`config.mk`:
```
export PLATFORM = sky130hd
export DESIGN_NAME = eeprom_rw_ctrl
export DESIGN_NICKNAME = d
export VERILOG_FILES = /design/src/source/eeprom_pkg.sv /design/src/source/eeprom_rw_ctrl.sv
export SDC_FILE = /design/constraint.sdc
export NUM_CORES = 1
export LEC_CHECK = 0
export BUFFER_PORTS_ARGS = -buffer_cell sky130_fd_sc_hd__buf_4
export CAP_MARGIN = 10
export CORE_MARGIN = 4
export CORE_UTILIZATION = 31
export CTS_CLUSTER_SIZE = 40
export DETAILED_ROUTE_END_ITERATION = 16
export PLACE_DENSITY = 0.7
export SETUP_SLACK_MARGIN = 0.3
export SKIP_CTS_REPAIR_TIMING = 1
export SLEW_MARGIN = 20
export SYNTH_ARGS = -nofsm -noshare
export SYNTH_HDL_FRONTEND = slang
export SYNTH_SLANG_ARGS = --single-unit
```
`constraint.sdc`:
```
create_clock -name CLK -period 1.3 [get_ports CLK]
set_input_delay 0.065 -clock CLK [delete_from_list [all_inputs] [get_ports CLK]]
set_output_delay 0.065 -clock CLK [all_outputs]
set_load 0.01 [all_outputs]
```
`src/source/eeprom_pkg.sv`:
```
package eeprom_pkg;

    // 2 Kbyte part, 11-bit byte address
    localparam int addr_width = 11;
    localparam int block_bits = 3;                        // sent in the control byte
    localparam int word_width = addr_width - block_bits;  // sent as the word address

    localparam logic [3:0] device_code = 4'b1010;

    // one SCL bit period is four quarters
    localparam int quarter_cycles = 1;

    // bus condition kinds, start and repeated start share one waveform
    localparam logic cond_start = 1'b0;
    localparam logic cond_stop  = 1'b1;

    typedef enum logic [3:0] {
        idle,
        start,
        send_ctrl_w,
        send_word,
        send_data,
        restart,
        send_ctrl_r,
        read_data,
        stop,
        done
    } ctrl_state_t;

    typedef enum logic {
        op_write,   // send byte, sample slave ack
        op_read     // receive byte, drive master ack from last
    } shift_op_t;

endpackage

```
`src/source/eeprom_rw_ctrl.sv`:
```
`timescale 1ns/1ps
module eeprom_rw_ctrl (
    input  logic                              CLK,
    input  logic                              RESET,
    input  logic                              start_txn,
    input  logic                              txn_we,
    input  logic [eeprom_pkg::addr_width-1:0] txn_addr,
    input  logic [7:0]                        txn_wdata,
    input  logic                              shift_done,
    input  logic [7:0]                        shift_rx_byte,
    input  logic                              slave_ack,
    output logic                              txn_done,
    output logic [7:0]                        txn_rdata,
    output logic                              shift_go,
    output eeprom_pkg::shift_op_t             shift_op,
    output logic [7:0]                        shift_byte,
    output logic                              last,
    output logic                              cond_go,
    output logic                              cond_kind
);
    import eeprom_pkg::*;

    ctrl_state_t           state;
    ctrl_state_t           next_state;
    logic                  launch;   // first cycle of a new bus phase
    logic                  in_cond;
    logic [block_bits-1:0] blk;

    // high address bits ride in the control byte
    assign blk = txn_addr[addr_width-1 -: block_bits];

    assign in_cond  = (state == start) || (state == restart) || (state == stop);
    assign cond_go  = launch && in_cond;
    assign shift_go = launch && !in_cond;
    assign txn_done = (state == done);

    always_comb begin
        case (state)
            start:       next_state = send_ctrl_w;
            send_ctrl_w: next_state = send_word;
            send_word:   next_state = txn_we ? send_data : restart;
            restart:     next_state = send_ctrl_r;
            send_ctrl_r: next_state = read_data;
            send_data:   next_state = stop;
            read_data:   next_state = stop;
            stop:        next_state = done;
            default:     next_state = idle;
        endcase
    end

    always_ff @(posedge CLK) begin
        if (RESET) begin
            state  <= idle;
            launch <= 1'b0;
        end else begin
            launch <= 1'b0;
            case (state)
                idle: begin
                    if (start_txn) begin
                        state  <= start;
                        launch <= 1'b1;
                    end
                end
                done: state <= idle;  // txn_done for one cycle
                default: begin
                    if (shift_done) begin
                        state  <= next_state;
                        launch <= (next_state != done);
                    end
                end
            endcase
        end
    end

    always_ff @(posedge CLK) begin
        if (state == read_data && shift_done)
            txn_rdata <= shift_rx_byte;
    end

    // what the shifter is asked to do in each state
    always_comb begin
        shift_op   = op_write;
        shift_byte = 8'h00;
        last       = 1'b0;
        cond_kind  = cond_start;
        case (state)
            send_ctrl_w: shift_byte = {device_code, blk, 1'b0};
            send_word:   shift_byte = txn_addr[word_width-1:0];
            send_data:   shift_byte = txn_wdata;
            send_ctrl_r: shift_byte = {device_code, blk, 1'b1};
            read_data: begin
                shift_op = op_read;
                last     = 1'b1;  // single byte, answer with nack
            end
            stop:        cond_kind = cond_stop;
            default: ;
        endcase
    end

    // the EEPROM must acknowledge every byte we send it
    a_slave_ack: assert property (@(posedge CLK) disable iff (RESET)
        shift_done && !in_cond && shift_op == op_write |-> slave_ack)
        else $error("no acknowledge from EEPROM in state %s", state.name());

    a_start_idle: assert property (@(posedge CLK) disable iff (RESET)
        start_txn |-> state == idle);

endmodule

```
==> flow_metrics.tcl <==
set metrics [dict create \
    outcome "finished with violations" \
    antenna-diode-count 0 \
    crit_type "reg2out" \
    worst_setup_path_startpoint "state[3]$_SDFFE_PP0P_" \
    area_occupied_by_registers_um2 355 \
    synthCells 85 \
    place.gp.congestion 0.722 \
    clk-insertion-delay-late_ns 0.29 \
    power_density_mw_per_mm2 968 \
    report.final.setup_viol 15 \
    clkSlewWorstSetupHoldPaths_ns 0.10 \
    total_power_w 0.00160 \
    synth.cell_area_um2 812 \
    final.period_utilization_pct 119 \
    die_x_um 59.2 \
    multi_input_comb_area_um2 533 \
    regToRegSetupSlack_ns -0.13 \
    floorplan.rows 18 \
    post-route-drc-count 0 \
    synth_edf_count 8 \
    mappedNetlistNets 118 \
    hold_violations 0 \
    port-buffer-count 53 \
    cts_max_path_buffers 2 \
    core_region_area_mm2 0.00248 \
    synth-warning-count 0 \
    worst_slew_margin_rel_pct 79.4 \
    synthArstFlopShare_pct 0 \
    fillerInstances 189 \
    post-dp-hpwl_mm 1.87 \
    cts_root_buffer "clkbuf_4" \
    power.leakage_nw 0.728 \
    worstSetupStartpointType "flip-flop" \
    reg2reg_capture_point "launch$_SDFF_PP0_" \
    antenna_found_initial 0 \
    first_pass_iters 4 \
    fp.dieArea_mm2 0.00350 \
    post_synthesis_to_final_layout_area_growth_pct 103 \
    track_usage_pct 13.2 \
    drive_above_1_share_pct 60.9 \
    synth.ff_latch_count 13 \
    worst-endpoint-arrival_ns 1.48 \
    grt_pass1_wl_mm 3.54 \
    chipHeight_um 59.2 \
    finalCoreUtilization_pct 66.5 \
    synthesis.area_per_instance_um2 9.55 \
    worst-endpoint-required_ns 1.24 \
    grt_max_degree 13 \
    grt.overflow.total 0 \
    seq_area_frac_synth_pct 41.9 \
    pins_over_their_slew_limit 0 \
    fin_worst_skew_ns 0.0188 \
    floorplan.initialDensity_pct 32.8 \
    drv_cap 0 \
    class_of_the_tightest_hold_or_removal_check "in2reg" \
    tritoncts_clock_tree "built" \
    cts_max_level 1 \
    vdd_drop_max_uv 544 \
    worst_slew_pin_slew_ns 0.309 \
    timing.final.ws_setup_ns -0.243 \
    finalNetCount 195 \
    setup_repair_after_global_routing_missed_its_margin "true" \
    ys_types 35 \
    r2r.worst_path.cells 4 \
    avgRoutedWirePerCell_um 15.0 \
    number_of_global_route_vias_before_repair 846 \
    whs_ns 0.134 \
    detail_route.wirelength_mm 2.87 \
    period_minus_slack_ns 1.54 \
    failed_checks "negative setup slack" \
    ys_dominant_reg_cell "edfxtp_1" \
    worstSetupEndpointType "output port" \
    first_iter_violations 14 \
    r2r-start "state[1]$_SDFFE_PP0P_" \
    max_clock_freq_mhz 648 \
    dr_total_vias 961 \
    worst_setup_path_endpoint "shift_byte[3]" \
    cts_made_buffers 3 \
    top_level_ports 55 \
    critPathMaxFanout 7 \
    drt-vias-per-instance 5.03 \
    detail_route_antenna_nets 0 \
    tritoncts_num_sinks 13 \
]
cell families (layout without fill, tap and decap cells):
| family | Yosys count | count (layout) | synth area share, % |
|---|---|---|---|
| compound gates | 24 | 24 | 21.3 |
| xor+xnor | 1 | 1 | 1.08 |
| buf+inv | 10 | 86 | 6.78 |
| flops | 13 | 13 | 41.9 |
| mux | 2 | 2 | 2.77 |
| simple gates | 35 | 35 | 26.2 |
where the power goes:
group | leakage [nW] | switching (W) | total (W) | internal [W]
Clock | 0.0150 | 0.000146 | 0.000265 | 0.000119
Combinational | 0.597 | 0.000331 | 0.000810 | 0.000479
Sequential | 0.116 | 0.0000509 | 0.000520 | 0.000469
registers in the layout, indices dropped and copies added (netlist names):
| register | cells |
|---|---|
| launch | 1 |
| txn_rdata | 8 |
| state | 4 |
worst min path at each step:
stage                startpoint                      to  slack (ns)  cells after the start
6_report             shift_done       launch$_SDFF_PP0_        0.13                      3
5_1_grt              shift_done       launch$_SDFF_PP0_        0.13                      3
4_1_cts        shift_rx_byte[3]  txn_rdata[3]$_DFFE_PP_       -0.05                      1
3_5_place_dp   shift_rx_byte[2]  txn_rdata[2]$_DFFE_PP_        0.24                      1
3_3_place_gp   shift_rx_byte[7]  txn_rdata[7]$_DFFE_PP_        0.24                      1
2_1_floorplan             RESET   state[1]$_SDFFE_PP0P_        0.13                      1
stage by stage:
step	setup slack, ns	instances	setup TNS [ns]	instance area [µm²]
4_1_cts	-0.350	175	-3.22	1360
3_3_place_gp	-0.00141	171	-0.00141	1330
5_1_grt	-0.307	191	-3.49	1650
3_5_place_dp	-0.0199	171	-0.0574	1330
6_report	-0.243	191	-2.77	1650
2_1_floorplan	0.0377	85	0	862
synthesized netlist by cell type (2+ instances only):
master    n  area (µm²)
mux2_1    2        22.5
nand3b_1  2        15.0
a221o_1   2        20.0
nor2b_1   2        12.5
nand2b_1  7        43.8
or3b_1    2        17.5
nand2_1   9        33.8
edfxtp_1  8         240
a22oi_1   3        22.5
a22o_1    2        17.5
clkbuf_1  4        15.0
o21ai_1   3        15.0
buf_2     2        10.0
dfxtp_1   5         100
nor2_1    4        15.0
buf_4     2        15.0
a21oi_1   6        30.0
a21o_1    2        15.0
and2_1    2        12.5
cells in the final DEF (no fill, tap or decap), types with 3 or more instances in the layout:
| cell | instances |
|---|---|
| buf_4 | 58 |
| dlygate4sd3_1 | 9 |
| o21ai_1 | 3 |
| nand2b_1 | 6 |
| a21oi_1 | 4 |
| edfxtp_1 | 8 |
| a22oi_2 | 3 |
| dfxtp_4 | 4 |
| buf_6 | 13 |
| nand2_1 | 8 |
| clkbuf_4 | 3 |
area by class of cell:
type                    instances  share of cell area [%]
inverters                       1                   0.228
well taps                      30                    2.28
flip-flops and latches         13                    21.6
clock buffers                   4                    1.59
repair buffers                 81                    42.0
multi-input cells              62                    32.3
critical path, stage by stage (launching register included):
cell and delay, ns:
dfxtp_4 0.38, buf_6 0.13, nor4b_4 0.23, buf_6 0.17, a22oi_2 0.08, nand2_1 0.10, buf_6 0.10
layer usage:
metal	up-vias	share of wire, %	GRT usage, %
met5	-	0	0
met4	0	1.2	5.83
met3	4	8.8	3.70
met2	50	53	22.8
met1	442	37	15.0
li1	465	-	-
No activity file was read; power rests on OpenSTA's default activity.
