**src/source/eeprom_pkg.sv**
```systemverilog
package eeprom_pkg;

    // 2 Kbyte part, 11-bit byte address
    localparam int addr_width = 11;
    localparam int block_bits = 3;                        // sent in the control byte
    localparam int word_width = addr_width - block_bits;  // sent as the word address

    localparam logic [3:0] device_code = 4'b1010;

    // one SCL bit period is four quarters
    localparam int quarter_cycles = 1;

    // bus condition kinds, start and repeated start share one waveform
    localparam logic cond_start = 1'b0;
    localparam logic cond_stop  = 1'b1;

    typedef enum logic [3:0] {
        idle,
        start,
        send_ctrl_w,
        send_word,
        send_data,
        restart,
        send_ctrl_r,
        read_data,
        stop,
        done
    } ctrl_state_t;

    typedef enum logic {
        op_write,   // send byte, sample slave ack
        op_read     // receive byte, drive master ack from last
    } shift_op_t;

endpackage

```
**src/source/i2c_byte_shifter.sv**
```systemverilog
`timescale 1ns/1ps
module i2c_byte_shifter (
    input  logic                  CLK,
    input  logic                  RESET,
    input  logic                  shift_go,
    input  eeprom_pkg::shift_op_t shift_op,
    input  logic [7:0]            shift_byte,
    input  logic                  last,
    input  logic                  cond_go,
    input  logic                  cond_kind,
    input  logic                  sda_in,
    output logic                  shift_done,
    output logic [7:0]            shift_rx_byte,
    output logic                  slave_ack,
    output logic                  scl,
    output logic                  sda_drive_low
);
    import eeprom_pkg::*;

    logic       busy;
    logic       is_cond;
    logic       kind_q;
    shift_op_t  op_q;
    logic       last_q;
    logic [7:0] tx_q;
    logic [7:0] rx_q;
    logic [1:0] phase;     // quarter of the bit period
    logic [3:0] bit_cnt;   // 8 is the ack bit
    logic [7:0] qdiv;
    logic       tick;
    logic       bit_out;   // 1 releases sda

    assign tick = (qdiv == 8'(quarter_cycles - 1));
    assign shift_rx_byte = rx_q;

    always_comb begin
        if (bit_cnt == 4'd8)
            bit_out = (op_q == op_write) ? 1'b1 : last_q;  // nack on the last read byte
        else
            bit_out = (op_q == op_write) ? tx_q[7] : 1'b1;
    end

    always_ff @(posedge CLK) begin
        if (RESET) begin
            busy          <= 1'b0;
            is_cond       <= 1'b0;
            phase         <= 2'd0;
            bit_cnt       <= 4'd0;
            qdiv          <= 8'd0;
            scl           <= 1'b1;
            sda_drive_low <= 1'b0;
            shift_done    <= 1'b0;
            slave_ack     <= 1'b0;
        end else begin
            shift_done <= 1'b0;
            if (!busy) begin
                phase   <= 2'd0;
                bit_cnt <= 4'd0;
                qdiv    <= 8'd0;
                if (shift_go || cond_go) begin
                    busy    <= 1'b1;
                    is_cond <= cond_go;
                end
            end else if (!tick) begin
                qdiv <= qdiv + 8'd1;
            end else begin
                qdiv  <= 8'd0;
                phase <= phase + 2'd1;
                if (is_cond) begin
                    // sda moves with scl high only here
                    case (phase)
                        2'd0: begin
                            if (kind_q == cond_stop) begin
                                scl           <= 1'b0;
                                sda_drive_low <= 1'b1;
                            end else begin
                                sda_drive_low <= 1'b0;
                            end
                        end
                        2'd1: scl <= 1'b1;
                        2'd2: sda_drive_low <= (kind_q != cond_stop);
                        default: begin
                            if (kind_q != cond_stop)
                                scl <= 1'b0;  // stop leaves the bus idle
                            busy       <= 1'b0;
                            shift_done <= 1'b1;
                        end
                    endcase
                end else begin
                    case (phase)
                        2'd0: begin
                            scl           <= 1'b0;
                            sda_drive_low <= ~bit_out;
                        end
                        2'd1: scl <= 1'b1;
                        2'd2: begin
                            if (bit_cnt == 4'd8 && op_q == op_write)
                                slave_ack <= ~sda_in;
                        end
                        default: begin
                            scl     <= 1'b0;
                            bit_cnt <= bit_cnt + 4'd1;
                            if (bit_cnt == 4'd8) begin
                                busy       <= 1'b0;
                                shift_done <= 1'b1;
                            end
                        end
                    endcase
                end
            end
        end
    end

    always_ff @(posedge CLK) begin
        if (!busy && (shift_go || cond_go)) begin
            op_q   <= shift_op;
            last_q <= last;
            kind_q <= cond_kind;
            tx_q   <= shift_byte;
        end else if (busy && tick && !is_cond) begin
            if (phase == 2'd2 && bit_cnt != 4'd8 && op_q == op_read)
                rx_q <= {rx_q[6:0], sda_in};  // msb first
            if (phase == 2'd3)
                tx_q <= {tx_q[6:0], 1'b0};
        end
    end

    a_one_go: assert property (@(posedge CLK) disable iff (RESET) !(shift_go && cond_go));

endmodule

```
**config.mk**
```make
export PLATFORM = sky130hd
export DESIGN_NAME = i2c_byte_shifter
export DESIGN_NICKNAME = d
export VERILOG_FILES = /design/src/source/eeprom_pkg.sv /design/src/source/i2c_byte_shifter.sv
export SDC_FILE = /design/constraint.sdc
export NUM_CORES = 1
export LEC_CHECK = 0
export BUFFER_PORTS_ARGS = -buffer_cell sky130_fd_sc_hd__buf_2
export CORE_UTILIZATION = 35
export DETAILED_ROUTE_END_ITERATION = 7
export PLACE_DENSITY = 0.56
export SYNTH_ARGS = -nofsm -noshare
export SYNTH_HDL_FRONTEND = slang
export SYNTH_SLANG_ARGS = --single-unit
```
**constraint.sdc**
```tcl
create_clock -name CLK -period 3.31 [get_ports CLK]
set_input_delay 0.1655 -clock CLK [delete_from_list [all_inputs] [get_ports CLK]]
set_output_delay 0.1655 -clock CLK [all_outputs]
set_load 0.01 [all_outputs]
```
==> impl_metrics.tcl, run 1 <==
set metrics [dict create \
    setup_viol 0 \
    grt_pass1_vias 1211 \
    ir_worst_vdd_mv 0.200 \
    hold_class "in -> reg" \
    cts.sinks 39 \
    cts_buffers 5 \
    crit_path_max_fanout 8 \
    layout_min_cycle_time_ns 2.00 \
    cts_resized 0 \
    status "completed" \
    critPathSlowestCell "dfxtp_1" \
    nFillCells 471 \
    reg2reg_depth 7 \
    critPathRequiredTime_ns 3.32 \
    maxCapViolCount 0 \
    rows 25 \
    maxSlewHeadroom 0.719 \
    wire_per_inst_um 12.2 \
    gr-total-overflow 0 \
    path_class "reg -> reg" \
    die_h_um 72.5 \
    syn_nets 190 \
    port_buffers 27 \
    final_common_cell "nand2_1" \
    core_area_sq_um 4750 \
    yosysSeqAreaShare 0.557 \
    antenna_found_initial 0 \
    vias_per_cell 4.70 \
    io_pins 28 \
    drc_errors 0 \
    drt_iter0_markers 61 \
    grt_pass1_wl_um 5400 \
    yosysUniqueCellTypes 36 \
    cts_max_path_buffers 2 \
    p_leak_nw 0.853 \
    clk_pin_slew_worst_paths_ns 0.08 \
    r2r_slack_ns 1.31 \
    clock_latency_ns 0.30 \
    layout_common_cells "nand2_1 (28), buf_2 (27), dfxtp_1 (20)" \
    cts_tree "built" \
    area_delta_synth_final_pct 18.1 \
    timing.fmax_ghz 0.500 \
    die_x_um 72.5 \
    ant_nets 0 \
    drive_above_1_share 0.209 \
    slew_violations 0 \
    num_vias 1237 \
    gp_congestion 0.788 \
    die-area_sq_um 5260 \
    setup-tns-final_ns 0 \
    final_nets 220 \
    critPathMaxStageDelay_ns 0.35 \
    synth_area_sq_um 1740 \
    worstMarginPinSlew_ns 0.421 \
    syn_inst 165 \
    holdPathStages 1 \
    final_core_util 0.433 \
    path_cells "inv_1, ha_1, nor4b_4, and2_2, nand2_1, nor4_1, buf_4" \
    power_density_nw_per_um2 495 \
    postCtsSetupBuffers 0 \
    grt_max_degree 14 \
    hpwl_um 2330 \
    hold_viol 0 \
    cts-root-buf "clkbuf_8" \
    firstDrtPassIters 4 \
    hold_buffers 0 \
    ys_seq_elements 39 \
    multiInputGateArea_sq_um 708 \
    n_antenna_cell 0 \
    start_util 0.366 \
    crit_arrival_ns 2.01 \
    rsz0062_at_grt "false" \
    min_period_over_period 0.605 \
    syn_avg_cell_area_sq_um 10.6 \
    grt.total_usage 0.138 \
    end_kind "register" \
    start_kind "register" \
    wl_um 3200 \
    htreeDepth 2 \
    fin_skew_ns 0.0106 \
    ys.warnings.count 0 \
    seqCellArea_sq_um 971 \
]
area by class of cell:
cell class,count,share of cell area
clock buffers,6,0.0401
clock inverters,2,0.0170
inverters,9,0.0164
multi-input cells,112,0.344
flip-flops and latches,39,0.472
well taps,67,0.0408
repair buffers,28,0.0693
through the flow:
| step | total power, mW | instances | instance area, sq um | worst slack [ns] | hold WS (ns) |
|---|---|---|---|---|---|
| 6_report | 1.02 | 263 | 2060 | 1.31 | 0.0371 |
| 5_1_grt | 1.06 | 263 | 2060 | 1.15 | 0.0349 |
| 4_1_cts | 1.03 | 263 | 2060 | 1.29 | 0.0310 |
| 3_5_place_dp | 0.620 | 255 | 1940 | 1.29 | 0.344 |
| 3_3_place_gp | 0.618 | 255 | 1940 | 1.34 | 0.345 |
| 2_1_floorplan | 0.597 | 165 | 1740 | 0.860 | 0.235 |
state kept, by name, summed over array words and instances (netlist names), 2 cells and up:
register and flops:
bit_cnt 4, phase 2, qdiv 8, shift_rx_byte 8, tx_q 8
critical path, delay by kind of cell (launching register included):
| family | cells | cell delay, ns |
|---|---|---|
| adder cells (fa/ha/maj) | 1 | 0.14 |
| buffers and inverters | 2 | 0.29 |
| flip-flops | 1 | 0.35 |
| AND/OR/NAND/NOR | 4 | 0.94 |
worst paths after layout:
path / from / endpoint
min: cond_kind / kind_q
min reg2reg: shift_rx_byte[2] / shift_rx_byte[3]
max reg2reg: qdiv[0] / shift_rx_byte[6]
max: qdiv[0] / shift_rx_byte[6]
power by group:
group	leakage [nW]	internal (mW)	switching (mW)	total [mW]
logic	0.449	0.0281	0.0371	0.0652
registers	0.343	0.530	0.0134	0.544
clock network	0.0612	0.244	0.164	0.408
cells by family after synthesis:
logic type	count (synthesis)	share of synthesized area
AND/OR/NAND/NOR	75	0.223
AO/OA/AOI/OAI	16	0.0575
XOR/XNOR	10	0.0503
multiplexers	2	0.0115
flip-flops	39	0.557
buffers and inverters	14	0.0359
adder cells (fa/ha/maj)	9	0.0647
cells in the mapped netlist:
| master | n | area share |
|---|---|---|
| edfxtp_1 | 19 | 0.33 |
| nor4_1 | 1 | 0.0036 |
| and2_1 | 1 | 0.0036 |
| xor2_1 | 6 | 0.030 |
| a41o_1 | 1 | 0.0057 |
| nand3_2 | 1 | 0.0057 |
| or3_1 | 3 | 0.011 |
| a311o_1 | 1 | 0.0057 |
| a21o_1 | 1 | 0.0043 |
| xnor2_1 | 4 | 0.020 |
| clkbuf_1 | 2 | 0.0043 |
| nor4b_4 | 1 | 0.014 |
| nand3_1 | 7 | 0.020 |
| a21oi_1 | 6 | 0.017 |
| o211ai_1 | 1 | 0.0043 |
| nand3b_1 | 2 | 0.0086 |
| nand2_1 | 28 | 0.060 |
| nand4b_1 | 1 | 0.0050 |
| nand4_1 | 2 | 0.0072 |
| o21ai_0 | 5 | 0.014 |
| and3_1 | 2 | 0.0072 |
| nor2_1 | 15 | 0.032 |
| inv_1 | 9 | 0.019 |
| nor3b_1 | 1 | 0.0043 |
| nor3_2 | 1 | 0.0057 |
| and2_2 | 1 | 0.0043 |
| nand2b_1 | 2 | 0.0072 |
| or2_2 | 1 | 0.0036 |
| buf_2 | 2 | 0.0057 |
| nor2b_1 | 4 | 0.014 |
| dfxtp_1 | 20 | 0.23 |
| buf_6 | 1 | 0.0065 |
| ha_1 | 9 | 0.065 |
| and3b_1 | 1 | 0.0050 |
| a221o_1 | 1 | 0.0057 |
| mux2i_1 | 2 | 0.011 |
metal layers:
metal  global-route usage  routed length [um]
met5                    0                   0
met4               0.0654                  68
met3               0.0458                 161
met2                0.222                1490
met1                0.167                1480
No activity file was read; power rests on OpenSTA's default activity.
==> run 2: changes to the inputs <==
Clock period 3.31 ns to 2 ns, I/O delays scaled along.
==> run 2 against run 1 <==
Against the previous run:
- clock skew is 0.0068 ns lower
- maximum frequency is 7.4% higher
- global-route usage is 0.30 points lower
- critical endpoint is now shift_rx_byte[5]
==> impl_metrics.tcl, run 2 (synthesis gave the netlist of run 1 again) <==
set metrics [dict create \
    htreeDepth 2 \
    gr-total-overflow 0 \
    grt_max_degree 13 \
    cp_top_family "simple AND/OR/NAND/NOR gates" \
    vias_per_cell 4.62 \
    fin_hold_ws_ns 0.0758 \
    wire_per_inst_um 11.8 \
    drt_iter0_markers 34 \
    hold_viol 0 \
    cts_max_path_buffers 2 \
    die-area_sq_um 5260 \
    critPathBufInv 2 \
    antenna_found_initial 0 \
    clk_pin_slew_worst_paths_ns 0.07 \
    crit_arrival_ns 1.86 \
    gp_congestion 0.798 \
    setup-tns-final_ns 0 \
    num_vias 1247 \
    hpwl_um 2390 \
    path_cells "inv_1, ha_1, nor4b_4, and2_2, nand2_1, nor4_4, buf_4" \
    slew_violations 0 \
    rsz0062_at_grt "false" \
    maxSlewHeadroom 0.742 \
    setup_viol 0 \
    critPathMaxStageDelay_ns 0.36 \
    r2r_slack_ns 0.14 \
    grt.total_usage 0.135 \
    maxCapViolCount 0 \
    final_nets 227 \
    port_buffers 27 \
    area_delta_synth_final_pct 21.6 \
    grt_pass1_wl_um 5440 \
    start_util 0.366 \
    end_kind "register" \
    cts_tree "built" \
    start_kind "register" \
    cts_resized 0 \
    hold_buffers 4 \
    rows 25 \
    cts_buffers 5 \
    layout_min_cycle_time_ns 1.86 \
    drive_above_1_share 0.217 \
    cts-root-buf "clkbuf_8" \
    die_x_um 72.5 \
    hold_class "in -> reg" \
    layout_common_cells "nand2_1 (28), buf_2 (27), dfxtp_1 (20)" \
    fin_skew_ns 0.00382 \
    ant_nets 0 \
    status "completed" \
    power_density_nw_per_um2 748 \
    p_leak_nw 0.874 \
    wl_um 3170 \
    firstDrtPassIters 4 \
    ir_worst_vdd_mv 0.465 \
    critPathRequiredTime_ns 1.99 \
    clock_latency_ns 0.28 \
    die_h_um 72.5 \
    critPathSlowestCell "dfxtp_1" \
    n_antenna_cell 0 \
    timing.fmax_ghz 0.537 \
    core_area_sq_um 4750 \
    cts.sinks 39 \
    worstMarginPinSlew_ns 0.386 \
    min_period_over_period 0.931 \
    final_common_cell "nand2_1" \
    crit_path_max_fanout 8 \
    grt_pass1_vias 1255 \
    postCtsSetupBuffers 0 \
    drc_errors 0 \
    io_pins 28 \
    path_class "reg -> reg" \
]
==> run 2: per-stage QoR <==
stage	power [mW]	worst slack [ns]	instance area, sq um	cells	util
6_report	1.58	0.138	2120	270	0.445
4_1_cts	1.60	0.116	2120	270	0.445
3_5_place_dp	1.03	0.124	1980	258	0.416
2_1_floorplan	0.989	0.00979	1760	165	-
3_3_place_gp	1.03	0.165	1980	258	0.416
5_1_grt	1.67	0.000763	2120	270	0.445
==> run 2: worst register-to-register path: cells and delay by family (launching register included) <==
family | cells | cell delay [ns]
flip-flops | 1 | 0.36
adder cells (fa/ha/maj) | 1 | 0.14
AND/OR/NAND/NOR | 4 | 0.82
buffers and inverters | 2 | 0.27
==> run 2: final cells by class <==
type / instances / area, sq um
fill: 467 / 2640
sequential: 39 / 971
multi-input combinational: 112 / 723
timing repair buffer: 35 / 205
clock buffer: 8 / 100
tap: 67 / 83.8
inverter: 9 / 33.8
==> run 2: metal layers <==
metal  global-route usage  routed length (um)  vias to the layer above  part of all wire
li1                     -                   -                      632                 -
met1                0.155                1450                      574              0.46
met2                0.228                1520                       35              0.48
met3               0.0431                 164                        6             0.052
met4               0.0632                  48                        0             0.015
met5                    0                   0                        -                 0
==> run 2: worst paths after layout <==
path | from | to | cells past startpoint
max | qdiv[0] | shift_rx_byte[5] | 7
min | RESET | slave_ack | 2
max reg2reg | qdiv[0] | shift_rx_byte[5] | 7
min reg2reg | shift_rx_byte[6] | shift_rx_byte[7] | 0
==> run 2: power breakdown <==
part           switching, mW  internal [mW]  total, mW
Clock                  0.248          0.315      0.563
Combinational         0.0651         0.0546      0.120
Sequential            0.0220          0.878      0.900
Total                  0.336           1.25       1.58
