[src/source/eeprom_pkg.sv]
package eeprom_pkg;

    // 2 Kbyte part, 11-bit byte address
    localparam int addr_width = 11;
    localparam int block_bits = 3;                        // sent in the control byte
    localparam int word_width = addr_width - block_bits;  // sent as the word address

    localparam logic [3:0] device_code = 4'b1010;

    // one SCL bit period is four quarters
    localparam int quarter_cycles = 1;

    // bus condition kinds, start and repeated start share one waveform
    localparam logic cond_start = 1'b0;
    localparam logic cond_stop  = 1'b1;

    typedef enum logic [3:0] {
        idle,
        start,
        send_ctrl_w,
        send_word,
        send_data,
        restart,
        send_ctrl_r,
        read_data,
        stop,
        done
    } ctrl_state_t;

    typedef enum logic {
        op_write,   // send byte, sample slave ack
        op_read     // receive byte, drive master ack from last
    } shift_op_t;

endpackage

[src/source/eeprom_arbiter.sv]
`timescale 1ns/1ps
module eeprom_arbiter (
    input  logic                              CLK,
    input  logic                              RESET,
    input  logic                              req0,
    input  logic                              we0,
    input  logic [eeprom_pkg::addr_width-1:0] addr0,
    input  logic [7:0]                        wdata0,
    input  logic                              req1,
    input  logic                              we1,
    input  logic [eeprom_pkg::addr_width-1:0] addr1,
    input  logic [7:0]                        wdata1,
    input  logic                              txn_done,
    input  logic [7:0]                        txn_rdata,
    output logic                              ack0,
    output logic [7:0]                        rdata0,
    output logic                              ack1,
    output logic [7:0]                        rdata1,
    output logic                              start_txn,
    output logic                              txn_we,
    output logic [eeprom_pkg::addr_width-1:0] txn_addr,
    output logic [7:0]                        txn_wdata
);
    typedef enum logic [1:0] {
        arb_free,
        arb_busy,
        arb_release
    } arb_state_t;

    arb_state_t state;
    logic       last_served;  // port that finished most recently
    logic       sel;          // port that owns the bus
    logic       pick;

    // on a tie the port not served last wins
    assign pick = (req0 && req1) ? ~last_served : req1;

    always_ff @(posedge CLK) begin
        if (RESET) begin
            state       <= arb_free;
            last_served <= 1'b1;  // so port 0 takes the first tie
            sel         <= 1'b0;
            start_txn   <= 1'b0;
            ack0        <= 1'b0;
            ack1        <= 1'b0;
        end else begin
            start_txn <= 1'b0;
            case (state)
                arb_free: begin
                    if (req0 || req1) begin
                        sel       <= pick;
                        start_txn <= 1'b1;
                        state     <= arb_busy;
                    end
                end
                arb_busy: begin
                    if (txn_done) begin
                        ack0        <= ~sel;
                        ack1        <= sel;
                        last_served <= sel;
                        state       <= arb_release;
                    end
                end
                arb_release: begin
                    if (!(sel ? req1 : req0)) begin  // wait for the owner to let go
                        ack0  <= 1'b0;
                        ack1  <= 1'b0;
                        state <= arb_free;
                    end
                end
                default: state <= arb_free;
            endcase
        end
    end

    always_ff @(posedge CLK) begin
        if (state == arb_free && (req0 || req1)) begin
            txn_we    <= pick ? we1 : we0;
            txn_addr  <= pick ? addr1 : addr0;
            txn_wdata <= pick ? wdata1 : wdata0;
        end
        if (state == arb_busy && txn_done) begin
            if (sel)
                rdata1 <= txn_rdata;
            else
                rdata0 <= txn_rdata;
        end
    end

    a_one_ack: assert property (@(posedge CLK) disable iff (RESET) !(ack0 && ack1));
    // req as seen on the edge that raised ack
    a_ack0_req: assert property (@(posedge CLK) disable iff (RESET)
        $rose(ack0) |-> $past(req0));
    a_ack1_req: assert property (@(posedge CLK) disable iff (RESET)
        $rose(ack1) |-> $past(req1));

endmodule

[config.mk]
export PLATFORM = sky130hd
export DESIGN_NAME = eeprom_arbiter
export DESIGN_NICKNAME = d
export VERILOG_FILES = /design/src/source/eeprom_pkg.sv /design/src/source/eeprom_arbiter.sv
export SDC_FILE = /design/constraint.sdc
export NUM_CORES = 1
export LEC_CHECK = 0
export ABC_AREA = 1
export BUFFER_PORTS_ARGS = -buffer_cell sky130_fd_sc_hd__buf_2
export CAP_MARGIN = 20
export CORE_MARGIN = 1
export CORE_UTILIZATION = 35
export CTS_CLUSTER_DIAMETER = 150
export DETAILED_ROUTE_END_ITERATION = 6
export GPL_TIMING_DRIVEN = 0
export HOLD_SLACK_MARGIN = 0.08
export PLACE_DENSITY = 0.72
export SLEW_MARGIN = 30
export SYNTH_ARGS = -nofsm -noshare
export SYNTH_HDL_FRONTEND = slang
export SYNTH_SLANG_ARGS = --single-unit
[constraint.sdc]
create_clock -name CLK -period 1.9 [get_ports CLK]
set_input_delay 0.38 -clock CLK [delete_from_list [all_inputs] [get_ports CLK]]
set_output_delay 0.38 -clock CLK [all_outputs]
set_load 0.005 [all_outputs]
==> results of run 1 <==
-- per-layer routing --
layer,vias up,track usage [%]
li1,680,-
met1,569,16.4
met2,58,24.0
met3,5,3.13
met4,0,6.67
met5,-,0
-- power by group --
part / switching [mW] / internal [mW] / total, mW
registers: 0.0218 / 1.12 / 1.14
logic: 0.142 / 0.117 / 0.260
clock network: 0.307 / 0.524 / 0.831
-- final cells by class --
type                            instances  area, um2  area share (%)
Buffer                                  4       20.0           0.866
Sequential cell                        43       1220            52.8
Clock buffer                            5       68.8            2.98
Timing Repair Buffer                   91        455            19.7
Multi-Input combinational cell         94        380            16.5
Tap cell                               52       65.1            2.81
Inverter                                9       33.8            1.46
Clock inverter                          3       67.6            2.92
-- registers in the layout, summed over array words and instances, names as in the netlist --
| name | cells |
|---|---|
| ack0 | 1 |
| ack1 | 1 |
| last_served | 1 |
| rdata0 | 8 |
| rdata1 | 8 |
| sel | 1 |
| start_txn | 1 |
| state | 2 |
| txn_addr | 11 |
| txn_wdata | 8 |
| txn_we | 1 |
-- logic make-up after synthesis --
logic type	count (synthesis)
compound gates	4
flops	43
buf+inv	13
simple gates	90
-- critical path: cells and delay by family (launching register included) --
family	cells	cell delay (ps)
DFF	1	350
buffers and inverters	1	580
and+or+nand+nor	2	260
-- worst min-delay path by stage --
| stage | end | slack (ps) | cells after the start |
|---|---|---|---|
| 2_1_floorplan | last_served | 430 | 2 |
| 3_3_place_gp | last_served | 440 | 2 |
| 3_5_place_dp | last_served | 460 | 2 |
| 4_1_cts | rdata0[1] | 260 | 1 |
| 5_1_grt | rdata1[6] | 260 | 1 |
| 6_report | rdata1[1] | 280 | 1 |
-- synthesized netlist by cell type --
| library cell | n | area [um2] |
|---|---|---|
| or2_0 | 1 | 6.26 |
| inv_2 | 2 | 7.51 |
| nand2_1 | 73 | 274 |
| nand3_1 | 3 | 15.0 |
| nand4_1 | 1 | 6.26 |
| a21oi_1 | 4 | 20.0 |
| dfxtp_1 | 7 | 140 |
| edfxtp_1 | 36 | 1080 |
| nand3b_1 | 1 | 7.51 |
| inv_1 | 7 | 26.3 |
| nor2_1 | 7 | 26.3 |
| buf_2 | 4 | 20.0 |
| nand2_2 | 4 | 25.0 |
==> results_tabular.tex, run 1 <==
\begin{tabular}{lr}
\hline
Metric & Value \\
\hline
\multicolumn{2}{l}{\textbf{STA}} \\
\quad RSZ-0062 raised after global routing & no \\
\quad Maximum operating frequency & roughly 0.64 GHz \\
\quad Final Hold Viols & 0 \\
\quad Final TNS setup & 0 ps \\
\quad Worst hold slack & 277 ps \\
\quad Slew at the pin closest to its max-slew limit & 761 ps \\
\quad Final Max Slew Viols & 0 \\
\quad Final Critical Period & $\sim$1600 ps \\
\quad Number of setup violations in the final report & 0 \\
\quad Final worst path period share & between 80 and 90\% \\
\quad Layout Skew & $\sim$2.8 ps \\
\quad Fin worst setup slack & between 300 and 400 ps \\
\quad Relative slew slack & 49.2\% \\
\multicolumn{2}{l}{\textbf{Route}} \\
\quad Wirelength per Cell & 11.0 um \\
\quad Top Metal Used & met4 \\
\quad Via-to-Cell Ratio & 4.36 \\
\quad Vias after detailed routing & about 1300 \\
\quad Post-route antenna net violation count & 0 \\
\quad Routed wire length on met3 & about 210 um \\
\quad Drt first-iter violations & 100 \\
\quad Wirelength, routed & about 3300 um \\
\quad Remaining design rule violation count & 16 \\
\quad DRT Pass-1 Iters & 6 \\
\quad Routed met2 length & 1680 um \\
\quad Routed metal-1 wirelength & about 1400 um \\
\multicolumn{2}{l}{\textbf{Setup path}} \\
\quad Critical path's slowest cell & inv\_1 \\
\quad End point of the critical path & txn\_wdata[6] \\
\quad Setup Crit Path Kind & flip-flop to flip-flop \\
\quad Arrival time of data at the critical path endpoint & around 1500 ps \\
\quad Critical path required time & 1820 ps \\
\quad R2r endpoint & txn\_wdata[6] \\
\quad Beginning of the critical path & state[0] \\
\quad Worst setup slack for register-to-register paths & between 300 and 400 ps \\
\quad CP startpoint kind & flip-flop \\
\quad CP peak stage delay & between 500 and 600 ps \\
\quad Cells traversed along the worst timing path & nor2\_1 > nand2\_1 > inv\_1 \\
\quad Crit Path Max Fanout & 20 \\
\quad Critical Path End Type & flip-flop \\
\quad Cell count of the worst reg-to-reg path & 3 \\
\quad Reg2Reg Launch Point & state[0] \\
\multicolumn{2}{l}{\textbf{Run status}} \\
\quad Outcome & finished with violations \\
\quad Violated checks & design-rule violations \\
\multicolumn{2}{l}{\textbf{Floorplanning}} \\
\quad Die outline area & 5010 um2 \\
\quad Boundary Pins & 92 \\
\quad Height of the die & about 71 um \\
\quad Core Rows & 24 \\
\quad Die width & 70.8 um \\
\quad Total core area & roughly 4400 um2 \\
\quad Initial cell density of the core & between 30\% and 40\% \\
\multicolumn{2}{l}{\textbf{Final layout}} \\
\quad Synth-to-layout area growth & 39.7\% \\
\quad Final cell utilization of the core & between 50\% and 60\% \\
\quad Share of final-layout standard cells stronger than drive strength 1 & 43.8\% \\
\quad Most common cell after layout, fill and taps aside & buf\_2 \\
\quad Final cell count without fillers & 301 \\
\quad Filler cell count & between 400 and 500 \\
\quad Top library cells by usage in the layout, fill and taps aside & 95 x buf\_2, 73 x nand2\_1, 36 x edfxtp\_1 \\
\quad Area of all placed cells without fillers & between 2000 and 2500 um2 \\
\quad Net count, final & 301 \\
\quad Number of diodes added for antenna fixing & 0 \\
\multicolumn{2}{l}{\textbf{Placed design}} \\
\quad Number of port buffers & 91 \\
\quad Post-placement setup slack & 200 ps \\
\quad Detailed placer's ending HPWL & approximately 2400 um \\
\quad Placed standard-cell area & approximately 2200 um2 \\
\quad Placed cell count & around 300 \\
\quad GP Congestion & about 0.69 \\
\multicolumn{2}{l}{\textbf{Global route}} \\
\quad Pin count of the biggest net entering global routing & 21 \\
\quad Antenna violations before repair & 0 \\
\quad Grt total ovfl & 0 \\
\quad Vias in the first global route & 1206 \\
\quad Gr usage total & between 10\% and 20\% \\
\quad First-pass GRT wire length & between 5000 and 6000 um \\
\multicolumn{2}{l}{\textbf{CTS}} \\
\quad Hold buffer count at CTS & 0 \\
\quad CTS max path bufs & 2 \\
\quad CTS sink count & 43 \\
\quad Cell at the root of the clock tree & clkbuf\_8 \\
\quad Source-to-sink clock delay at the later pin of the worst-skew pair & 290 ps \\
\quad Number of buffers created by CTS & 5 \\
\quad Post-CTS repair timing setup buffer count & 0 \\
\quad H-tree levels & 2 \\
\quad CTS tree & yes \\
\quad Number of cells upsized or downsized after cts & 0 \\
\quad Clock transition time at the flip-flop clock pins of the worst setup and hold paths & 80 ps \\
\multicolumn{2}{l}{\textbf{Logic synthesis}} \\
\quad Area share of and/or/nand/nor cells after synthesis & 21.8\% \\
\quad Multiplexer share of the synthesized area & 0\% \\
\quad Gate count after technology mapping & 150 \\
\quad Share of the synthesized area in compound gates (AO/OA/AOI/OAI) & under 10\% \\
\quad Synth Net Count & approximately 200 \\
\quad \#FFs+latches synth & 43 \\
\quad Post-synthesis cell area & between 1500 and 2000 um2 \\
\quad Largest family of logic cells by synthesized area & simple AND/OR/NAND/NOR gates \\
\quad Yosys synthesis warning count & 0 \\
\quad Register area share after synthesis & around 74\% \\
\quad Post-Synthesis Mean Instance Area & $\sim$11 um2 \\
\quad Adder-cell share of the synthesized area & 0\% \\
\quad Parity-gate share of the synthesized area counting xor and xnor cells & 0\% \\
\quad Synth unique cells & 13 \\
\multicolumn{2}{l}{\textbf{Pwr}} \\
\quad Power per Cell Area & around 960 nW/um2 \\
\quad Power consumption & $\sim$2.2 mW \\
\quad Peak supply drop & 0.000505 V \\
\quad Static leakage power & $\sim$1.1 nW \\
\multicolumn{2}{l}{\textbf{Job}} \\
\quad Max-capacitance violation count & 0 \\
\multicolumn{2}{l}{\textbf{Min path}} \\
\quad Worst hold path startpoint & txn\_rdata[1] \\
\quad Class of the tightest hold or removal check & input port to flip-flop \\
\hline
\end{tabular}
Note: power is estimated with default switching activity, not from simulation.
==> run 2: changes to the inputs <==
- PLACE_DENSITY: 0.72 -> 0.74
- clock period: 1.9 -> 1.3 ns (I/O delays scaled with it)
==> results_tabular.tex, run 2 (synthesis results as in run 1) <==
\begin{tabular}{lr}
\hline
Metric & Value \\
\hline
\multicolumn{2}{l}{\textbf{STA}} \\
\quad Number of setup violations in the final report & 0 (unchanged) \\
\quad Slew at the pin closest to its max-slew limit & 301 ps (was 761 ps) \\
\quad Final Critical Period & 1220 ps (was 1560 ps) \\
\quad Final Max Slew Viols & 0 (unchanged) \\
\quad Fin worst setup slack & 78.6 ps (was 339 ps) \\
\quad Relative slew slack & 79.9\% (was 49.2\%) \\
\quad Final Hold Viols & 0 (unchanged) \\
\quad Final worst path period share & 94.0\% (was 82.2\%) \\
\quad RSZ-0062 raised after global routing & yes (was no) \\
\quad Layout Skew & 7.82 ps (was 2.83 ps) \\
\quad Maximum operating frequency & 0.819 GHz (was 0.641 GHz) \\
\multicolumn{2}{l}{\textbf{Global route}} \\
\quad Vias in the first global route & 1198 (was 1206) \\
\quad Pin count of the biggest net entering global routing & 15 (was 21) \\
\quad Antenna violations before repair & 0 (unchanged) \\
\quad First-pass GRT wire length & 5010 um (was 5380 um) \\
\quad Gr usage total & 13.5\% (was 13.9\%) \\
\quad Grt total ovfl & 0 (unchanged) \\
\multicolumn{2}{l}{\textbf{Min path}} \\
\quad Min-Delay Endpoint & rdata1[4] (was rdata1[1]) \\
\quad Class of the tightest hold or removal check & input port to flip-flop (unchanged) \\
\quad Hold path depth & 1 (unchanged) \\
\quad Worst hold path startpoint & txn\_rdata[4] (was txn\_rdata[1]) \\
\multicolumn{2}{l}{\textbf{CTS}} \\
\quad CTS sink count & 43 (unchanged) \\
\quad Number of buffers created by CTS & 5 (unchanged) \\
\quad Clock transition time at the flip-flop clock pins of the worst setup and hold paths & 80 ps (about the same) \\
\quad Source-to-sink clock delay at the later pin of the worst-skew pair & 290 ps (about the same) \\
\quad H-tree levels & 2 (unchanged) \\
\quad Hold buffer count at CTS & 0 (unchanged) \\
\quad Cell at the root of the clock tree & clkbuf\_8 (unchanged) \\
\quad CTS tree & yes (unchanged) \\
\quad CTS max path bufs & 2 (unchanged) \\
\multicolumn{2}{l}{\textbf{Final layout}} \\
\quad Largest register FFs & 11 (unchanged) \\
\quad Final cell count without fillers & 302 (was 301) \\
\quad Synth-to-layout area growth & 41.0\% (was 39.7\%) \\
\quad Register cell area after layout & 1220 um2 (unchanged) \\
\quad Top library cells by usage in the layout, fill and taps aside & 95 x buf\_2, 72 x nand2\_1, 36 x edfxtp\_1 (was 95 x buf\_2, 73 x nand2\_1, 36 x edfxtp\_1) \\
\quad Area used by multi-input combinational logic & 390 um2 (was 380 um2) \\
\quad Number of diodes added for antenna fixing & 0 (unchanged) \\
\quad Filler cell count & 395 (was 417) \\
\quad Largest Register & txn\_addr (unchanged) \\
\quad Share of final-layout standard cells stronger than drive strength 1 & 45.6\% (was 43.8\%) \\
\quad Most common cell after layout, fill and taps aside & buf\_2 (unchanged) \\
\quad Net count, final & 302 (was 301) \\
\multicolumn{2}{l}{\textbf{Pwr}} \\
\quad Power consumption & 3.27 mW (was 2.23 mW) \\
\quad Peak supply drop & 0.000744 V (was 0.000505 V) \\
\quad Static leakage power & 1.13 nW (was 1.14 nW) \\
\quad Power per Cell Area & 1400 nW/um2 (was 964 nW/um2) \\
\multicolumn{2}{l}{\textbf{Route}} \\
\quad Remaining design rule violation count & 16 (unchanged) \\
\quad Drt first-iter violations & 91 (was 100) \\
\quad Wirelength per Cell & 10.4 um (was 11.0 um) \\
\quad Vias after detailed routing & 1315 (was 1312) \\
\quad Via-to-Cell Ratio & 4.35 (was 4.36) \\
\quad Post-route antenna net violation count & 0 (unchanged) \\
\quad Wirelength, routed & 3140 um (was 3310 um) \\
\quad DRT Pass-1 Iters & 6 (unchanged) \\
\multicolumn{2}{l}{\textbf{Placed design}} \\
\quad GP Congestion & 0.660 (was 0.690) \\
\quad Number of port buffers & 91 (unchanged) \\
\quad Placed cell count & 293 (unchanged) \\
\quad Post-placement setup slack & -276 ps (was 200 ps) \\
\quad Detailed placer's ending HPWL & 2350 um (was 2450 um) \\
\multicolumn{2}{l}{\textbf{Setup path}} \\
\quad Cell count along the critical path & 3 (unchanged) \\
\quad Critical path's slowest cell & dfxtp\_1 (was inv\_1) \\
\quad Cell family with the largest share of critical-path delay & simple AND/OR/NAND/NOR gates (was buffers and inverters) \\
\quad Cell count of the worst reg-to-reg path & 3 (unchanged) \\
\quad Arrival time of data at the critical path endpoint & 1200 ps (was 1480 ps) \\
\quad R2r endpoint & rdata0[2] (was txn\_wdata[6]) \\
\quad Crit Path Max Fanout & 8 (was 20) \\
\quad Critical Path End Type & flip-flop (unchanged) \\
\quad Worst setup slack for register-to-register paths & 80 ps (was 340 ps) \\
\quad CP peak stage delay & 340 ps (was 580 ps) \\
\quad Reg2Reg Launch Point & state[1] (was state[0]) \\
\quad Setup Crit Path Kind & flip-flop to flip-flop (unchanged) \\
\quad Cells traversed along the worst timing path & inv\_1 > nand3\_1 > nor2\_4 (was nor2\_1 > nand2\_1 > inv\_1) \\
\quad Critical path required time & 1280 ps (was 1820 ps) \\
\quad CP startpoint kind & flip-flop (unchanged) \\
\quad Buffer and inverter count on the worst path & 1 (unchanged) \\
\multicolumn{2}{l}{\textbf{Floorplanning}} \\
\quad Height of the die & 70.8 um (unchanged) \\
\quad Boundary Pins & 92 (unchanged) \\
\quad Die width & 70.8 um (unchanged) \\
\quad Die outline area & 5010 um2 (unchanged) \\
\quad Total core area & 4440 um2 (unchanged) \\
\quad Initial cell density of the core & 37.2\% (unchanged) \\
\quad Core Rows & 24 (unchanged) \\
\multicolumn{2}{l}{\textbf{Job}} \\
\quad Max-capacitance violation count & 0 (unchanged) \\
\multicolumn{2}{l}{\textbf{Run status}} \\
\quad Violated checks & design-rule violations (unchanged) \\
\quad Outcome & finished with violations (unchanged) \\
\hline
\end{tabular}
## run 2: how the worst max path moves through the flow
stage | from | endpoint | slack (ps)
after floorplan | state[1] | rdata0[0] | 20
after global placement | req1 | txn_addr[7] | -280
after detailed placement | req1 | txn_wdata[4] | -280
after CTS | state[1] | rdata0[2] | 60
after global routing | state[1] | rdata0[4] | -5
final | state[1] | rdata0[2] | 80
## run 2: layer usage
layer  track usage, %  wire [um]  vias up
met5                0          0        -
met4             6.67         70        0
met3             4.13        235        8
met2             24.6       1520       59
met1             14.0       1310      564
li1                 -          -      684
## run 2: through the flow
| stage | instance area [um2] | hold slack [ps] | TNS [ps] | util, % |
|---|---|---|---|---|
| 6_report | 2330 | 150 | 0 | 52.5 |
| 5_1_grt | 2330 | 134 | -29.5 | 52.5 |
| 4_1_cts | 2330 | 139 | 0 | 52.5 |
| 3_5_place_dp | 2180 | 445 | -7370 | 49.0 |
| 3_3_place_gp | 2180 | 439 | -7160 | 49.0 |
| 2_1_floorplan | 1660 | 329 | 0 | - |
## run 2: power breakdown
group / total (mW) / internal (mW) / switching [mW]
Clock: 1.21 / 0.765 / 0.443
Sequential: 1.66 / 1.63 / 0.0333
Combinational: 0.394 / 0.176 / 0.218
## run 2: cell type report
class / instances / share of cell area, %
tap: 52 / 2.79
timing repair inverter: 1 / 0.322
clock inverter: 3 / 2.90
timing repair buffer: 91 / 19.5
clock buffer: 5 / 2.95
inverter: 9 / 1.61
sequential: 43 / 52.3
multi-input combinational: 94 / 16.7
buffer: 4 / 0.858
## run 2: timing repair
| item | CTS | global route |
|---|---|---|
| resized for setup | 5 | 0 |
| cloned | 1 | 0 |
| setup buffers | 0 | 0 |
| setup endpoints to repair | 28 | 8 |
| hold endpoints to repair | 0 | 0 |
==> run 3: changes to the inputs <==
- PLACE_DENSITY: 0.74 -> 0.72
- clock period: 1.3 -> 1.43 ns (I/O delays scaled with it)
==> results_tabular.tex, run 3 (synthesis results as in run 1) <==
\begin{tabular}{lr}
\hline
Metric & Value \\
\hline
\multicolumn{2}{l}{\textbf{Final layout}} \\
\quad Final cell utilization of the core & 52.6\% (was 52.5\%) \\
\quad Register cell area after layout & 1220 um2 (unchanged) \\
\quad Filler cell count & 417 (was 395) \\
\quad Largest register FFs & 11 (unchanged) \\
\quad Area of all placed cells without fillers & 2340 um2 (was 2330 um2) \\
\quad Most common cell after layout, fill and taps aside & buf\_2 (unchanged) \\
\quad Synth-to-layout area growth & 41.3\% (was 41.0\%) \\
\quad Final cell count without fillers & 303 (was 302) \\
\quad Largest Register & txn\_addr (unchanged) \\
\quad Top library cells by usage in the layout, fill and taps aside & 95 x buf\_2, 73 x nand2\_1, 36 x edfxtp\_1 (was 95 x buf\_2, 72 x nand2\_1, 36 x edfxtp\_1) \\
\quad Share of final-layout standard cells stronger than drive strength 1 & 45.0\% (was 45.6\%) \\
\quad Area used by multi-input combinational logic & 388 um2 (was 390 um2) \\
\quad Net count, final & 303 (was 302) \\
\quad Number of diodes added for antenna fixing & 0 (unchanged) \\
\multicolumn{2}{l}{\textbf{Floorplanning}} \\
\quad Boundary Pins & 92 (unchanged) \\
\quad Height of the die & 70.8 um (unchanged) \\
\quad Total core area & 4440 um2 (unchanged) \\
\quad Initial cell density of the core & 37.2\% (unchanged) \\
\quad Die outline area & 5010 um2 (unchanged) \\
\quad Core Rows & 24 (unchanged) \\
\quad Die width & 70.8 um (unchanged) \\
\multicolumn{2}{l}{\textbf{Placed design}} \\
\quad Number of port buffers & 91 (unchanged) \\
\quad Placed standard-cell area & 2180 um2 (about the same) \\
\quad Detailed placer's ending HPWL & 2450 um (was 2350 um) \\
\quad GP Congestion & 0.690 (was 0.660) \\
\quad Placed cell count & 293 (unchanged) \\
\multicolumn{2}{l}{\textbf{Min path}} \\
\quad Class of the tightest hold or removal check & input port to flip-flop (unchanged) \\
\quad Hold path depth & 1 (unchanged) \\
\multicolumn{2}{l}{\textbf{Setup path}} \\
\quad CP startpoint kind & flip-flop (unchanged) \\
\quad Setup Crit Path Kind & flip-flop to flip-flop (unchanged) \\
\quad Cell count of the worst reg-to-reg path & 3 (unchanged) \\
\quad Critical path required time & 1420 ps (was 1280 ps) \\
\quad Crit Path Max Fanout & 10 (was 8) \\
\quad Arrival time of data at the critical path endpoint & 1320 ps (was 1200 ps) \\
\quad Critical Path End Type & flip-flop (unchanged) \\
\multicolumn{2}{l}{\textbf{STA}} \\
\quad Final Critical Period & 1330 ps (was 1220 ps) \\
\quad Relative slew slack & 78.7\% (was 79.9\%) \\
\quad Layout Skew & 3.58 ps (was 7.82 ps) \\
\quad Number of setup violations in the final report & 0 (unchanged) \\
\quad Maximum operating frequency & 0.750 GHz (was 0.819 GHz) \\
\quad Slew at the pin closest to its max-slew limit & 319 ps (was 301 ps) \\
\quad Final Hold Viols & 0 (unchanged) \\
\quad Final Max Slew Viols & 0 (unchanged) \\
\quad Final TNS setup & 0 ps (unchanged) \\
\quad Final worst path period share & 93.3\% (was 94.0\%) \\
\multicolumn{2}{l}{\textbf{Pwr}} \\
\quad Peak supply drop & 0.000671 V (was 0.000744 V) \\
\quad Power per Cell Area & 1270 nW/um2 (was 1400 nW/um2) \\
\quad Static leakage power & 1.14 nW (was 1.13 nW) \\
\multicolumn{2}{l}{\textbf{Route}} \\
\quad Drt first-iter violations & 98 (was 91) \\
\quad Post-route antenna net violation count & 0 (unchanged) \\
\quad Remaining design rule violation count & 16 (unchanged) \\
\quad DRT Pass-1 Iters & 6 (unchanged) \\
\quad Vias after detailed routing & 1313 (was 1315) \\
\quad Via-to-Cell Ratio & 4.33 (was 4.35) \\
\quad Wirelength, routed & 3370 um (was 3140 um) \\
\quad Wirelength per Cell & 11.1 um (was 10.4 um) \\
\multicolumn{2}{l}{\textbf{CTS}} \\
\quad Hold buffer count at CTS & 0 (unchanged) \\
\quad Clock transition time at the flip-flop clock pins of the worst setup and hold paths & 80 ps (about the same) \\
\quad CTS tree & yes (unchanged) \\
\quad Cell at the root of the clock tree & clkbuf\_8 (unchanged) \\
\quad Number of buffers created by CTS & 5 (unchanged) \\
\quad CTS sink count & 43 (unchanged) \\
\quad CTS max path bufs & 2 (unchanged) \\
\quad H-tree levels & 2 (unchanged) \\
\quad Source-to-sink clock delay at the later pin of the worst-skew pair & 290 ps (about the same) \\
\multicolumn{2}{l}{\textbf{Run status}} \\
\quad Violated checks & design-rule violations (unchanged) \\
\quad Outcome & finished with violations (unchanged) \\
\multicolumn{2}{l}{\textbf{Global route}} \\
\quad Vias in the first global route & 1214 (was 1198) \\
\quad Antenna violations before repair & 0 (unchanged) \\
\quad First-pass GRT wire length & 5460 um (was 5010 um) \\
\quad Grt total ovfl & 0 (unchanged) \\
\quad Pin count of the biggest net entering global routing & 15 (unchanged) \\
\quad Gr usage total & 14.2\% (was 13.5\%) \\
\multicolumn{2}{l}{\textbf{Job}} \\
\quad Max-capacitance violation count & 0 (unchanged) \\
\hline
\end{tabular}
[run 3: worst paths after layout]
| path | from | end | slack [ps] |
|---|---|---|---|
| worst min-delay path | txn_rdata[1] | rdata1[1] | 180 |
| worst min register to register | last_served | last_served | 480 |
| worst max register to register | state[0] | txn_wdata[4] | 100 |
| worst max-delay path | state[0] | txn_wdata[4] | 100 |
[run 3: critical path: stages, from the launching register on]
cell,delay [ps]
dfxtp_1,400
nor2_1,70
nand2_1,250
clkinvlp_4,310
[run 3: routing by layer]
layer	vias to the layer above	part of all wire, %	global-route usage (%)
met1	568	42	16.6
met3	5	6.6	3.42
li1	683	-	-
met4	0	1.5	6.89
met5	-	0	0
met2	57	50	24.5
[run 3: timing repair]
action,4_1_cts,5_1_grt
gates resized for setup,3,1
setup buffers,0,1
pin swaps,0,0
gates cloned,1,0
endpoints found under the setup margin,28,18
[run 3: stage by stage]
stage	power [mW]	setup slack [ps]	hold slack, ps
floorplan	1.70	99.8	355
global placement	1.88	-155	443
detailed placement	1.89	-176	462
CTS	3.02	43.9	165
global route	3.13	-0.0753	165
finish	2.98	96.3	182
[run 3: where the power goes]
group          total (mW)  leakage [nW]  switching [mW]  internal [mW]
logic               0.361         0.671           0.198          0.164
registers            1.51         0.401          0.0304           1.48
clock network        1.11        0.0644           0.411          0.696
[run 3: final cells by class]
cell class / count / share of cell area (%)
buffer: 4 / 0.856
sequential: 43 / 52.2
tap: 52 / 2.78
timing repair inverter: 1 / 0.321
multi-input combinational: 94 / 16.6
clock buffer: 5 / 2.94
timing repair buffer: 92 / 19.8
inverter: 9 / 1.61
clock inverter: 3 / 2.89
